**src/source/riscv_pkg.sv**
```systemverilog
package riscv_pkg;

  // major opcodes, bits [6:0] of the word
  localparam logic [6:0] OPC_LUI    = 7'b0110111;
  localparam logic [6:0] OPC_AUIPC  = 7'b0010111;
  localparam logic [6:0] OPC_OP_IMM = 7'b0010011;
  localparam logic [6:0] OPC_OP     = 7'b0110011;
  localparam logic [6:0] OPC_LOAD   = 7'b0000011;
  localparam logic [6:0] OPC_STORE  = 7'b0100011;
  localparam logic [6:0] OPC_JAL    = 7'b1101111;
  localparam logic [6:0] OPC_BRANCH = 7'b1100011;
  localparam logic [6:0] OPC_SYSTEM = 7'b1110011;

  // funct3 values, alu and immediate forms
  localparam logic [2:0] F3_ADD = 3'b000;
  localparam logic [2:0] F3_SLT = 3'b010;
  localparam logic [2:0] F3_XOR = 3'b100;
  localparam logic [2:0] F3_OR  = 3'b110;
  localparam logic [2:0] F3_AND = 3'b111;

  // funct3 values, memory and branch forms
  localparam logic [2:0] F3_WORD = 3'b010;
  localparam logic [2:0] F3_BEQ  = 3'b000;
  localparam logic [2:0] F3_BNE  = 3'b001;

  // funct7 values for register ops
  localparam logic [6:0] F7_BASE = 7'b0000000;
  localparam logic [6:0] F7_SUB  = 7'b0100000;

  // ebreak is a single fixed word
  localparam logic [31:0] EBREAK_WORD = 32'h0010_0073;

  typedef enum logic [2:0] {
    ALU_ADD,
    ALU_SUB,
    ALU_XOR,
    ALU_OR,
    ALU_AND,
    ALU_SLT,
    ALU_EQ,
    ALU_NE
  } alu_op_t;

  typedef struct packed {
    logic [4:0]  rd;
    logic [4:0]  rs1;
    logic [4:0]  rs2;
    logic [31:0] imm;
    alu_op_t     alu_op;
    logic        use_imm;
    logic        use_pc_operand;
    logic        is_lui;
    logic        is_load;
    logic        is_store;
    logic        is_branch;
    logic        is_jal;
    logic        reg_write;
    logic        is_ebreak;
    logic        illegal;
  } decoded_t;

endpackage

```
**src/source/bus_pkg.sv**
```systemverilog
package bus_pkg;

  // one request on the shared memory bus
  // addr counts 32-bit words, not bytes
  typedef struct packed {
    logic        valid;
    logic        we;
    logic [31:0] addr;
    logic [31:0] wdata;
  } mem_req_t;

  // one finished instruction, for the trace port
  typedef struct packed {
    logic        valid;
    logic [31:0] pc;
    logic        reg_write;
    logic [4:0]  rd;
    logic [31:0] data;
  } retire_t;

endpackage

```
**src/source/decoder.sv**
```systemverilog
`timescale 1ns/100ps

module decoder import riscv_pkg::*; (
  input  logic [31:0] inst,
  output decoded_t    dec
);

  logic [6:0]  opcode;
  logic [2:0]  funct3;
  logic [6:0]  funct7;
  logic [31:0] imm_i;
  logic [31:0] imm_s;
  logic [31:0] imm_b;
  logic [31:0] imm_u;
  logic [31:0] imm_j;

  assign opcode = inst[6:0];
  assign funct3 = inst[14:12];
  assign funct7 = inst[31:25];

  // sign-extended immediates, one per format
  assign imm_i = {{20{inst[31]}}, inst[31:20]};
  assign imm_s = {{20{inst[31]}}, inst[31:25], inst[11:7]};
  assign imm_b = {{19{inst[31]}}, inst[31], inst[7], inst[30:25], inst[11:8], 1'b0};
  assign imm_u = {inst[31:12], 12'b0};
  assign imm_j = {{11{inst[31]}}, inst[31], inst[19:12], inst[20], inst[30:21], 1'b0};

  always_comb begin
    dec        = '0;
    dec.rd     = inst[11:7];
    dec.rs1    = inst[19:15];
    dec.rs2    = inst[24:20];
    dec.alu_op = ALU_ADD;
    case (opcode)
      OPC_LUI: begin
        // zero + imm through the adder
        dec.imm       = imm_u;
        dec.use_imm   = 1'b1;
        dec.is_lui    = 1'b1;
        dec.reg_write = 1'b1;
      end
      OPC_AUIPC: begin
        dec.imm            = imm_u;
        dec.use_imm        = 1'b1;
        dec.use_pc_operand = 1'b1;
        dec.reg_write      = 1'b1;
      end
      OPC_OP_IMM: begin
        dec.imm       = imm_i;
        dec.use_imm   = 1'b1;
        dec.reg_write = 1'b1;
        case (funct3)
          F3_ADD:  dec.alu_op = ALU_ADD;
          F3_SLT:  dec.alu_op = ALU_SLT;
          F3_XOR:  dec.alu_op = ALU_XOR;
          F3_OR:   dec.alu_op = ALU_OR;
          F3_AND:  dec.alu_op = ALU_AND;
          // shifts and sltiu not supported
          default: dec.illegal = 1'b1;
        endcase
      end
      OPC_OP: begin
        dec.reg_write = 1'b1;
        if (funct7 == F7_SUB && funct3 == F3_ADD) begin
          dec.alu_op = ALU_SUB;
        end else if (funct7 != F7_BASE) begin
          dec.illegal = 1'b1;
        end else begin
          case (funct3)
            F3_ADD:  dec.alu_op = ALU_ADD;
            F3_SLT:  dec.alu_op = ALU_SLT;
            F3_XOR:  dec.alu_op = ALU_XOR;
            F3_OR:   dec.alu_op = ALU_OR;
            F3_AND:  dec.alu_op = ALU_AND;
            default: dec.illegal = 1'b1;
          endcase
        end
      end
      OPC_LOAD: begin
        // lw only, address is rs1 + imm
        dec.imm       = imm_i;
        dec.use_imm   = 1'b1;
        dec.is_load   = 1'b1;
        dec.reg_write = 1'b1;
        dec.illegal   = (funct3 != F3_WORD);
      end
      OPC_STORE: begin
        dec.imm      = imm_s;
        dec.use_imm  = 1'b1;
        dec.is_store = 1'b1;
        dec.illegal  = (funct3 != F3_WORD);
      end
      OPC_JAL: begin
        dec.imm            = imm_j;
        dec.use_imm        = 1'b1;
        dec.use_pc_operand = 1'b1;
        dec.is_jal         = 1'b1;
        dec.reg_write      = 1'b1;
      end
      OPC_BRANCH: begin
        // rs1 vs rs2 compare, target built in the sequencer
        dec.imm       = imm_b;
        dec.is_branch = 1'b1;
        case (funct3)
          F3_BEQ:  dec.alu_op = ALU_EQ;
          F3_BNE:  dec.alu_op = ALU_NE;
          default: dec.illegal = 1'b1;
        endcase
      end
      OPC_SYSTEM: begin
        dec.is_ebreak = (inst == EBREAK_WORD);
        dec.illegal   = (inst != EBREAK_WORD);
      end
      default: dec.illegal = 1'b1;
    endcase
    // an illegal word must not touch state
    if (dec.illegal) begin
      dec.reg_write = 1'b0;
      dec.is_load   = 1'b0;
      dec.is_store  = 1'b0;
      dec.is_branch = 1'b0;
      dec.is_jal    = 1'b0;
    end
  end

endmodule

```
**src/source/register_file.sv**
```systemverilog
`timescale 1ns/100ps

module register_file (
  input  logic        clk,
  input  logic        rst_n,
  input  logic [4:0]  rs1,
  input  logic [4:0]  rs2,
  output logic [31:0] rdata1,
  output logic [31:0] rdata2,
  input  logic        wen,
  input  logic [4:0]  rd,
  input  logic [31:0] wdata
);

  logic [31:0] regs [32];

  // x0 never written, so it reads back zero
  always_ff @(posedge clk or negedge rst_n) begin
    if (!rst_n) begin
      for (int i = 0; i < 32; i++) begin
        regs[i] <= '0;
      end
    end else if (wen && rd != 5'd0) begin
      regs[rd] <= wdata;
    end
  end

  // combinational read ports
  assign rdata1 = regs[rs1];
  assign rdata2 = regs[rs2];

endmodule

```
**src/source/alu.sv**
```systemverilog
`timescale 1ns/100ps

module alu import riscv_pkg::*; (
  input  alu_op_t     op,
  input  logic [31:0] a,
  input  logic [31:0] b,
  output logic [31:0] result,
  output logic        cond
);

  logic equal;

  assign equal = (a == b);

  // branch condition, low for non-branch ops
  always_comb begin
    case (op)
      ALU_EQ:  cond = equal;
      ALU_NE:  cond = !equal;
      default: cond = 1'b0;
    endcase
  end

  always_comb begin
    case (op)
      ALU_ADD: result = a + b;
      ALU_SUB: result = a - b;
      ALU_XOR: result = a ^ b;
      ALU_OR:  result = a | b;
      ALU_AND: result = a & b;
      // signed compare
      ALU_SLT: result = {31'b0, $signed(a) < $signed(b)};
      default: result = {31'b0, cond};
    endcase
  end

endmodule

```
**src/source/sequencer.sv**
```systemverilog
`timescale 1ns/100ps

module sequencer import riscv_pkg::*, bus_pkg::*; #(
  parameter logic [31:0] RESET_PC = 32'h0
) (
  input  logic        clk,
  input  logic        rst_n,
  output mem_req_t    fetch_req,
  input  logic [31:0] fetch_rdata,
  input  logic        fetch_rvalid,
  input  decoded_t    dec,
  input  logic        branch_taken,
  input  logic        lsu_done,
  output logic [31:0] inst,
  output logic [31:0] pc,
  output logic        exec,
  output logic        retire_strobe,
  output logic        halt,
  output logic        illegal
);

  typedef enum logic [2:0] {
    PH_FETCH,
    PH_WAIT,
    PH_EXEC,
    PH_MEMWAIT,
    PH_HALT
  } phase_t;

  phase_t      phase_q;
  logic        illegal_q;
  logic        stop;
  logic [31:0] next_pc;

  // ebreak or bad word ends the run
  assign stop = dec.is_ebreak | dec.illegal;

  // jal and taken branch both use pc + imm
  assign next_pc = (dec.is_jal || (dec.is_branch && branch_taken)) ? pc + dec.imm : pc + 32'd4;

  // loads retire in memwait, all others in exec
  assign retire_strobe = (phase_q == PH_EXEC && !stop && !dec.is_load &&
                          (!dec.is_store || lsu_done)) ||
                         (phase_q == PH_MEMWAIT && lsu_done);

  always_ff @(posedge clk or negedge rst_n) begin
    if (!rst_n) begin
      phase_q   <= PH_FETCH;
      pc        <= RESET_PC;
      illegal_q <= 1'b0;
    end else begin
      case (phase_q)
        PH_FETCH: phase_q <= PH_WAIT;
        PH_WAIT: begin
          if (fetch_rvalid) begin
            phase_q <= PH_EXEC;
          end
        end
        PH_EXEC: begin
          if (stop) begin
            phase_q   <= PH_HALT;
            illegal_q <= dec.illegal;
          end else if (dec.is_load) begin
            phase_q <= PH_MEMWAIT;
          end else if (retire_strobe) begin
            phase_q <= PH_FETCH;
            pc      <= next_pc;
          end
        end
        PH_MEMWAIT: begin
          if (retire_strobe) begin
            phase_q <= PH_FETCH;
            pc      <= next_pc;
          end
        end
        // stays here until reset
        default: phase_q <= PH_HALT;
      endcase
    end
  end

  // instruction latch
  always_ff @(posedge clk) begin
    if (phase_q == PH_WAIT && fetch_rvalid) begin
      inst <= fetch_rdata;
    end
  end

  // word-addressed read at pc
  assign fetch_req.valid = (phase_q == PH_FETCH);
  assign fetch_req.we    = 1'b0;
  assign fetch_req.addr  = {2'b00, pc[31:2]};
  assign fetch_req.wdata = '0;

  assign exec    = (phase_q == PH_EXEC);
  assign halt    = (phase_q == PH_HALT);
  assign illegal = illegal_q;

endmodule

```
**src/source/load_store_unit.sv**
```systemverilog
`timescale 1ns/100ps

module load_store_unit import bus_pkg::*; (
  input  logic        clk,
  input  logic        rst_n,
  input  logic        start,
  input  logic        is_store,
  input  logic [31:0] addr,
  input  logic [31:0] wdata,
  output mem_req_t    lsu_req,
  input  logic [31:0] lsu_rdata,
  input  logic        lsu_rvalid,
  output logic [31:0] load_data,
  output logic        done
);

  logic        load_pending_q;
  logic [31:0] load_q;

  // one-cycle request, byte address turned into word address
  assign lsu_req.valid = start;
  assign lsu_req.we    = is_store;
  assign lsu_req.addr  = {2'b00, addr[31:2]};
  assign lsu_req.wdata = wdata;

  // a load waits one cycle for its data
  always_ff @(posedge clk or negedge rst_n) begin
    if (!rst_n) begin
      load_pending_q <= 1'b0;
    end else begin
      load_pending_q <= start & !is_store;
    end
  end

  always_ff @(posedge clk) begin
    if (lsu_rvalid) begin
      load_q <= lsu_rdata;
    end
  end

  // returned word shows through in the done cycle, then held
  assign load_data = lsu_rvalid ? lsu_rdata : load_q;

  // store completes right away
  assign done = (start & is_store) | load_pending_q;

endmodule

```
**src/source/mem_arbiter.sv**
```systemverilog
`timescale 1ns/100ps

module mem_arbiter import bus_pkg::*; (
  input  logic        clk,
  input  logic        rst_n,
  input  mem_req_t    lsu_req,
  input  mem_req_t    fetch_req,
  output mem_req_t    mem_req,
  input  logic [31:0] mem_rdata,
  output logic [31:0] lsu_rdata,
  output logic [31:0] fetch_rdata,
  output logic        lsu_rvalid,
  output logic        fetch_rvalid
);

  logic rd_pending_q;
  logic rd_lsu_q;

  // lsu wins over fetch
  assign mem_req = lsu_req.valid ? lsu_req : fetch_req;

  // remember who owns the read in flight
  always_ff @(posedge clk or negedge rst_n) begin
    if (!rst_n) begin
      rd_pending_q <= 1'b0;
      rd_lsu_q     <= 1'b0;
    end else begin
      rd_pending_q <= mem_req.valid & !mem_req.we;
      rd_lsu_q     <= lsu_req.valid;
    end
  end

  assign lsu_rvalid   = rd_pending_q & rd_lsu_q;
  assign fetch_rvalid = rd_pending_q & !rd_lsu_q;

  // data only reaches the owner
  assign lsu_rdata   = lsu_rvalid ? mem_rdata : '0;
  assign fetch_rdata = fetch_rvalid ? mem_rdata : '0;

endmodule

```
**src/source/core_top.sv**
```systemverilog
`timescale 1ns/100ps

module core_top import riscv_pkg::*, bus_pkg::*; #(
  parameter logic [31:0] RESET_PC = 32'h0
) (
  input  logic        clk,
  input  logic        rst_n,
  output mem_req_t    mem_req,
  input  logic [31:0] mem_rdata,
  output retire_t     retire,
  output logic        halt,
  output logic        illegal
);

  mem_req_t    fetch_req;
  mem_req_t    lsu_req;
  logic [31:0] fetch_rdata;
  logic [31:0] lsu_rdata;
  logic        fetch_rvalid;
  logic        lsu_rvalid;
  decoded_t    dec;
  logic [31:0] inst;
  logic [31:0] pc;
  logic        exec;
  logic        retire_strobe;
  logic [31:0] rdata1;
  logic [31:0] rdata2;
  logic [31:0] op_a;
  logic [31:0] op_b;
  logic [31:0] alu_result;
  logic        alu_cond;
  logic        lsu_start;
  logic        lsu_done;
  logic [31:0] load_data;
  logic [31:0] wb_data;

  sequencer #(
    .RESET_PC (RESET_PC)
  ) sequencer_i (
    .clk           (clk),
    .rst_n         (rst_n),
    .fetch_req     (fetch_req),
    .fetch_rdata   (fetch_rdata),
    .fetch_rvalid  (fetch_rvalid),
    .dec           (dec),
    .branch_taken  (alu_cond),
    .lsu_done      (lsu_done),
    .inst          (inst),
    .pc            (pc),
    .exec          (exec),
    .retire_strobe (retire_strobe),
    .halt          (halt),
    .illegal       (illegal)
  );

  decoder decoder_i (
    .inst (inst),
    .dec  (dec)
  );

  register_file register_file_i (
    .clk    (clk),
    .rst_n  (rst_n),
    .rs1    (dec.rs1),
    .rs2    (dec.rs2),
    .rdata1 (rdata1),
    .rdata2 (rdata2),
    .wen    (retire_strobe & dec.reg_write),
    .rd     (dec.rd),
    .wdata  (wb_data)
  );

  // operand 1: pc for auipc/jal, zero for lui
  assign op_a = dec.use_pc_operand ? pc : (dec.is_lui ? '0 : rdata1);
  assign op_b = dec.use_imm ? dec.imm : rdata2;

  alu alu_i (
    .op     (dec.alu_op),
    .a      (op_a),
    .b      (op_b),
    .result (alu_result),
    .cond   (alu_cond)
  );

  // memory ops start only in exec
  assign lsu_start = exec & (dec.is_load | dec.is_store);

  load_store_unit load_store_unit_i (
    .clk        (clk),
    .rst_n      (rst_n),
    .start      (lsu_start),
    .is_store   (dec.is_store),
    .addr       (alu_result),
    .wdata      (rdata2),
    .lsu_req    (lsu_req),
    .lsu_rdata  (lsu_rdata),
    .lsu_rvalid (lsu_rvalid),
    .load_data  (load_data),
    .done       (lsu_done)
  );

  mem_arbiter mem_arbiter_i (
    .clk          (clk),
    .rst_n        (rst_n),
    .lsu_req      (lsu_req),
    .fetch_req    (fetch_req),
    .mem_req      (mem_req),
    .mem_rdata    (mem_rdata),
    .lsu_rdata    (lsu_rdata),
    .fetch_rdata  (fetch_rdata),
    .lsu_rvalid   (lsu_rvalid),
    .fetch_rvalid (fetch_rvalid)
  );

  // write-back select, jal links pc + 4
  assign wb_data = dec.is_load ? load_data : (dec.is_jal ? pc + 32'd4 : alu_result);

  // retire trace
  assign retire.valid     = retire_strobe;
  assign retire.pc        = pc;
  assign retire.reg_write = dec.reg_write;
  assign retire.rd        = dec.rd;
  assign retire.data      = wb_data;

endmodule

```
**config.mk**
```make
export PLATFORM = sky130hd
export DESIGN_NAME = core_top
export DESIGN_NICKNAME = d
export VERILOG_FILES = /design/src/source/riscv_pkg.sv /design/src/source/bus_pkg.sv /design/src/source/decoder.sv /design/src/source/register_file.sv /design/src/source/alu.sv /design/src/source/sequencer.sv /design/src/source/load_store_unit.sv /design/src/source/mem_arbiter.sv /design/src/source/core_top.sv
export SDC_FILE = /design/constraint.sdc
export NUM_CORES = 2
export LEC_CHECK = 0
export BUFFER_PORTS_ARGS = -buffer_cell sky130_fd_sc_hd__buf_2
export CAP_MARGIN = 10
export CORE_MARGIN = 3
export CORE_UTILIZATION = 33
export CTS_CLUSTER_DIAMETER = 50
export DETAILED_ROUTE_END_ITERATION = 8
export MAX_ROUTING_LAYER = met4
export SLEW_MARGIN = 20
export SYNTH_ARGS = -nofsm -noshare
export SYNTH_HDL_FRONTEND = slang
export SYNTH_SLANG_ARGS = --single-unit
```
**constraint.sdc**
```tcl
create_clock -name clk -period 13.8 [get_ports clk]
set_clock_uncertainty 0.15 [all_clocks]
set_input_delay 4.14 -clock clk [delete_from_list [all_inputs] [get_ports clk]]
set_output_delay 4.14 -clock clk [all_outputs]
set_load 0.05 [all_outputs]
```
# Word level (Yosys, flattened, before mapping)
# Cells that the tools add are included.
[totals]
regBits = 1127
out_inout_bits = 139
elab_cells = 182
[classes]
addsub = 4
n_mux = 49
n_eq_ne = 33
n_bitwise = 16
magnitude_cmp = 5
reduce_logical = 35
[ops]
columns = ["op", "n"]
rows = [
  ["1024-bit bitwise mux", 1],
  ["32-bit two-way mux", 15],
  ["32-bit binary-select mux with 5-bit select", 2],
  ["32-bit case mux with 6 select lines", 1],
  ["32-bit demux with 5-bit select", 1],
  ["32-bit case mux with 5 select lines", 1],
  ["66-bit two-way mux", 1],
  ["32-bit adder", 2],
  ["32-bit case mux with 2 select lines", 1],
  ["32-bit by 3-bit adder with 32-bit output (second input constant)", 1],
  ["32-bit AND", 1],
  ["32-bit by 21-bit == test with 1-bit output (second input constant)", 1],
  ["32-bit == test", 1],
  ["32-bit less-than comparator", 1],
  ["32-bit by 21-bit != test with 1-bit output (second input constant)", 1],
  ["32-bit OR", 1],
  ["32-bit subtractor", 1],
  ["32-bit XOR", 1],
  ["7-bit by 6-bit == test with 1-bit output (second input constant)", 4],
  ["3-bit == test (second input constant)", 8],
  ["3-bit case mux with 4 select lines", 2],
  ["7-bit == test (second input constant)", 3],
  ["6-bit greater-or-equal comparator (second input constant)", 3],
  ["3-bit two-way mux", 6],
  ["30 further kinds", 82],
]

# Depth between registers and ports, before layout
[logic_depth]
depth_word = 18
depth_mapped = 23

# Hierarchy
# A second synthesis with hierarchy kept.
[unflattened]
cells_unflattened = 6673
hier_area_um2 = 72086.6
[modules_own_cells]
columns = ["mod", "area_each_um2", "instances", "cells_per_inst", "seq_area_each_um2"]
rows = [
  ["register_file", 55942.4, 1, 4601, 25624.6],
  ["sequencer", 5345.1, 1, 608, 1861.8],
  ["alu", 4872.2, 1, 756, 0.0],
  ["core_top", 1933.1, 1, 277, 0.0],
  ["load_store_unit", 1722.9, 1, 138, 665.6],
  ["mem_arbiter", 1386.3, 1, 154, 50.0],
  ["decoder", 884.6, 1, 139, 0.0],
]

# Worst setup path after synthesis
# OpenSTA, ideal clock, no wires.
[synth_path]
kind = "register to output"
from = "reg sequencer_i.inst[20]"
to = "out mem_req[56] (netlist bit)"
arrival_time_ns = 5.835
slack_ns = 3.675
required_time_ns = 9.510
path_stages_with_launch = 20
path_cell_list = "edfxtp_1 clkbuf_1 clkbuf_1 buf_1 mux4_2 mux4_2 mux2i_1 nand2_1 o21a_1 ha_1 fa_1 nor2_1 o21ai_0 a21boi_0 o211ai_1 a31oi_1 o21ai_0 a21oi_1 a211oi_1 o31ai_1"
[synth_rtl]
columns = ["element", "line", "text"]
rows = [
  ["from (decl)", "sequencer.sv:14", "output logic [31:0] inst,"],
  ["from (signal assigned)", "sequencer.sv:85", "inst <= fetch_rdata;"],
  ["to (decl)", "core_top.sv:8", "output mem_req_t mem_req,"],
]

==> results.cfg <==
[route]
wl_per_cell_um = 28.4
routed_wl_mm = 254
viasPerCell = 5.90
drtPass1Iterations = 6
vias = 52635
drt_iter0_markers = 6125
drc_errors = 0
ant_nets = 0

[clocking]
clockBufferDepth = 3
tritoncts = built
ctsHoldBuffers = 0
cts_setup_buffers = 0
root_buffer = clkbuf_16
cts_max_level = 3
clkTransAtPathRegs_ns = 0.07
clock_sinks = 1127
worstSkewPairLatency_ns = 0.79
cts_buffers = 118
ctsResizeCount = 0

[placement]
portBuffers = 170
placed_area_um2 = 69900
place_hpwl_mm = 167
gp_congestion = 0.967
post-place-ws_ns = 1.99

[yosys]
async_flop_share_pct = 94.3
synth_ff_type = dfrtp_1
synth_edf_count = 32
ys_seq_area_share_pct = 42.4
yosysTopAreaCell = dfrtp_1
syn_area_per_cell_um2 = 10.6
syn-cell-area_um2 = 66500
syn_inst = 6295
ys_top_cells_by_area = dfrtp_1 40%, mux4_2 22%, o21ai_0 6.2%, nand2_1 5.6%, a21oi_1 2.6%
synthDistinctLibCells = 108
yosys_warnings = 0
synth_top_area_share_pct = 40.0
synth-seq-cells = 1127

[sta]
finalWorstSetupSlack_ns = 1.16
setup_violations = 0
worst_pin_slew_ns = 1.17
finalSetupTns_ns = 0
hold_viol = 0
final_max_slew_viol_count = 0
post-route-min-period_ns = 12.64
maxSlewHeadroom_pct = 21.9
fmax_mhz = 79.1
rsz0062_at_grt = false
finalCritPeriodShare_pct = 91.6

[setup_path]
required_ns = 9.51
ff2ff_setup_slack_ns = 5.89
cpMaxStageDelayCell = mux2i_1
slowest_delay_ns = 0.79
path_cells = buf_12 -> mux4_2 -> mux4_2 -> mux2i_1 -> a21oi_1 -> ha_1 -> a21o_1 -> o21bai_1 -> o41ai_2 -> a31oi_1 -> a21oi_1 -> o41ai_1 -> a31oi_1 -> o21ai_0 -> o21ai_2 -> buf_4 -> inv_1 -> buf_2
crit_family = compound AO/OA/AOI/OAI gates
worstReg2RegStart = sequencer_i.inst[20]
cp_max_fo = 88
reg2reg_to = sequencer_i.pc[30]
worstSetupPathDepth = 18
arrival_ns = 8.35
path_class = flop to output pin
endpoint = retire[28]
reg2reg_depth = 18
startpoint = sequencer_i.inst[20]
endpoint_kind = output pin
startpoint_type = flop
critPathBufInv = 4

[grt]
grt_max_degree = 185
antenna_found_initial = 13
grt_pass1_vias = 52086
overflow = 0
grt_pass1_wl_mm = 369
grt.total_usage_pct = 24.9

[power_and_ir_drop]
p_leak_nw = 30.3
ir_drop_mv = 0.0978
power.density_nw_per_um2 = 92.7

[worst_hold_path]
hold_class = flop to flop

[layout]
finish.instance_area_um2 = 74100
num-nets-final = 6331
fillers = 19554
area_delta_synth_final_pct = 11.4
drive_gt1_share_pct = 22.1

[die]
ioPinCount = 173
rows = 164
start_util_pct = 33.2
die_y_um = 455
dieArea_um2 = 207000
die_x_um = 455
core-area_um2 = 200000

[flow_run]
max_cap_viol_count = 0

[status]
status = completed
cell type report:
class	count	area [um^2]	share of cell area [%]
diodes	8	20.0	0.0270
clock buffers	158	3340	4.51
clock inverters	64	835	1.13
inverters	153	574	0.775
multi-input cells	4397	35300	47.6
flip-flops and latches	1127	28200	38.0
well taps	2656	3320	4.48
repair buffers	364	2530	3.42
worst min path at each step:
stage / start / to / slack [ns] / depth (start not counted)
after floorplan: load_store_unit_i.load_q[25] / load_store_unit_i.load_q[25] / 0.28 / 2
after global placement: register_file_i.regs[1006] / register_file_i.regs[1006] / 0.23 / 0
after detailed placement: register_file_i.regs[1005] / register_file_i.regs[1005] / 0.23 / 0
after CTS: register_file_i.regs[1008] / register_file_i.regs[1008] / 0.25 / 0
after global routing: register_file_i.regs[1022] / register_file_i.regs[1022] / 0.26 / 0
final: register_file_i.regs[998] / register_file_i.regs[998] / 0.25 / 0
Yosys cell counts (24+ instances only):
library cell	number
mux4_2	640
a21oi_1	352
clkbuf_1	352
and3_1	25
o21ai_0	826
nand2_1	1001
a31oi_1	49
nand4_1	24
edfxtp_1	32
buf_2	148
a21o_1	59
xnor2_1	37
o21ai_1	93
nand3_1	48
dfrtp_1	1063
nor3_1	35
o21a_1	49
buf_1	80
inv_1	151
mux2i_1	80
o211ai_1	28
ha_1	133
mux2_2	55
dfxtp_1	32
and2_1	55
a211oi_1	25
nor2_1	441
per-layer routing:
| layer | wire length (um) | global-route usage, % | vias to the layer above | share of wire, % |
|---|---|---|---|---|
| met1 | 102000 | 32.2 | 26863 | 40 |
| li1 | - | - | 22631 | - |
| met3 | 20200 | 4.07 | 589 | 8.0 |
| met5 | 0 | - | - | 0 |
| met4 | 13500 | 11.7 | 0 | 5.3 |
| met2 | 118000 | 38.5 | 2552 | 46 |
worst register-to-register path: cells and delay by family, from the launching register on:
| family | cells | cell delay [ns] |
|---|---|---|
| AOI/OAI and AO/OA | 3 | 0.79 |
| adders and majority gates | 1 | 0.53 |
| buffers and inverters | 2 | 0.88 |
| DFF | 1 | 0.70 |
| muxes | 3 | 1.62 |
| and+or+nand+nor | 9 | 3.08 |
cell usage in the layout, fill, tap and decap left out, drive strengths merged, types with 133 or more instances in the layout:
| master | instances |
|---|---|
| dfrtp | 1063 |
| inv | 164 |
| ha | 133 |
| nor2 | 443 |
| buf | 364 |
| nand2 | 1002 |
| clkbuf | 158 |
| o21ai | 920 |
| a21oi | 354 |
| mux4 | 640 |
stage by stage:
stage | hold WS (ns) | utilization, % | cells | power [mW]
4_1_cts | 0.247 | 37.0 | 8919 | 6.93
5_1_grt | 0.258 | 37.0 | 8924 | 7.07
2_1_floorplan | 0.275 | - | 6296 | 3.41
6_report | 0.247 | 37.0 | 8927 | 6.87
3_5_place_dp | 0.232 | 34.9 | 8697 | 3.50
3_3_place_gp | 0.226 | 34.9 | 8697 | 3.50
report_power, final:
group | switching [mW] | internal [mW] | leakage (nW)
Combinational | 0.0942 | 0.0176 | 17.9
Clock | 1.46 | 1.98 | 2.03
Sequential | 0.00400 | 3.32 | 10.4
Total | 1.56 | 5.32 | 30.3
sequential cells by signal, indices dropped and copies added, names as in the netlist:
register,flops
register_file_i.regs,1024
load_store_unit_i.load_q,32
sequencer_i.inst,32
sequencer_i.pc,32
sequencer_i.phase_q,3
load_store_unit_i.load_pending_q,1
mem_arbiter_i.rd_lsu_q,1
mem_arbiter_i.rd_pending_q,1
sequencer_i.illegal,1
cell families after synthesis:
family,synth area share [%]
AND/OR/NAND/NOR,11.2
AO/OA/AOI/OAI,14.3
flip-flops,42.4
multiplexers,23.8
buffers and inverters,4.84
adder cells (fa/ha/maj),2.59
XOR/XNOR,0.737
other,0.00564
No activity file was read; power rests on OpenSTA's default activity.
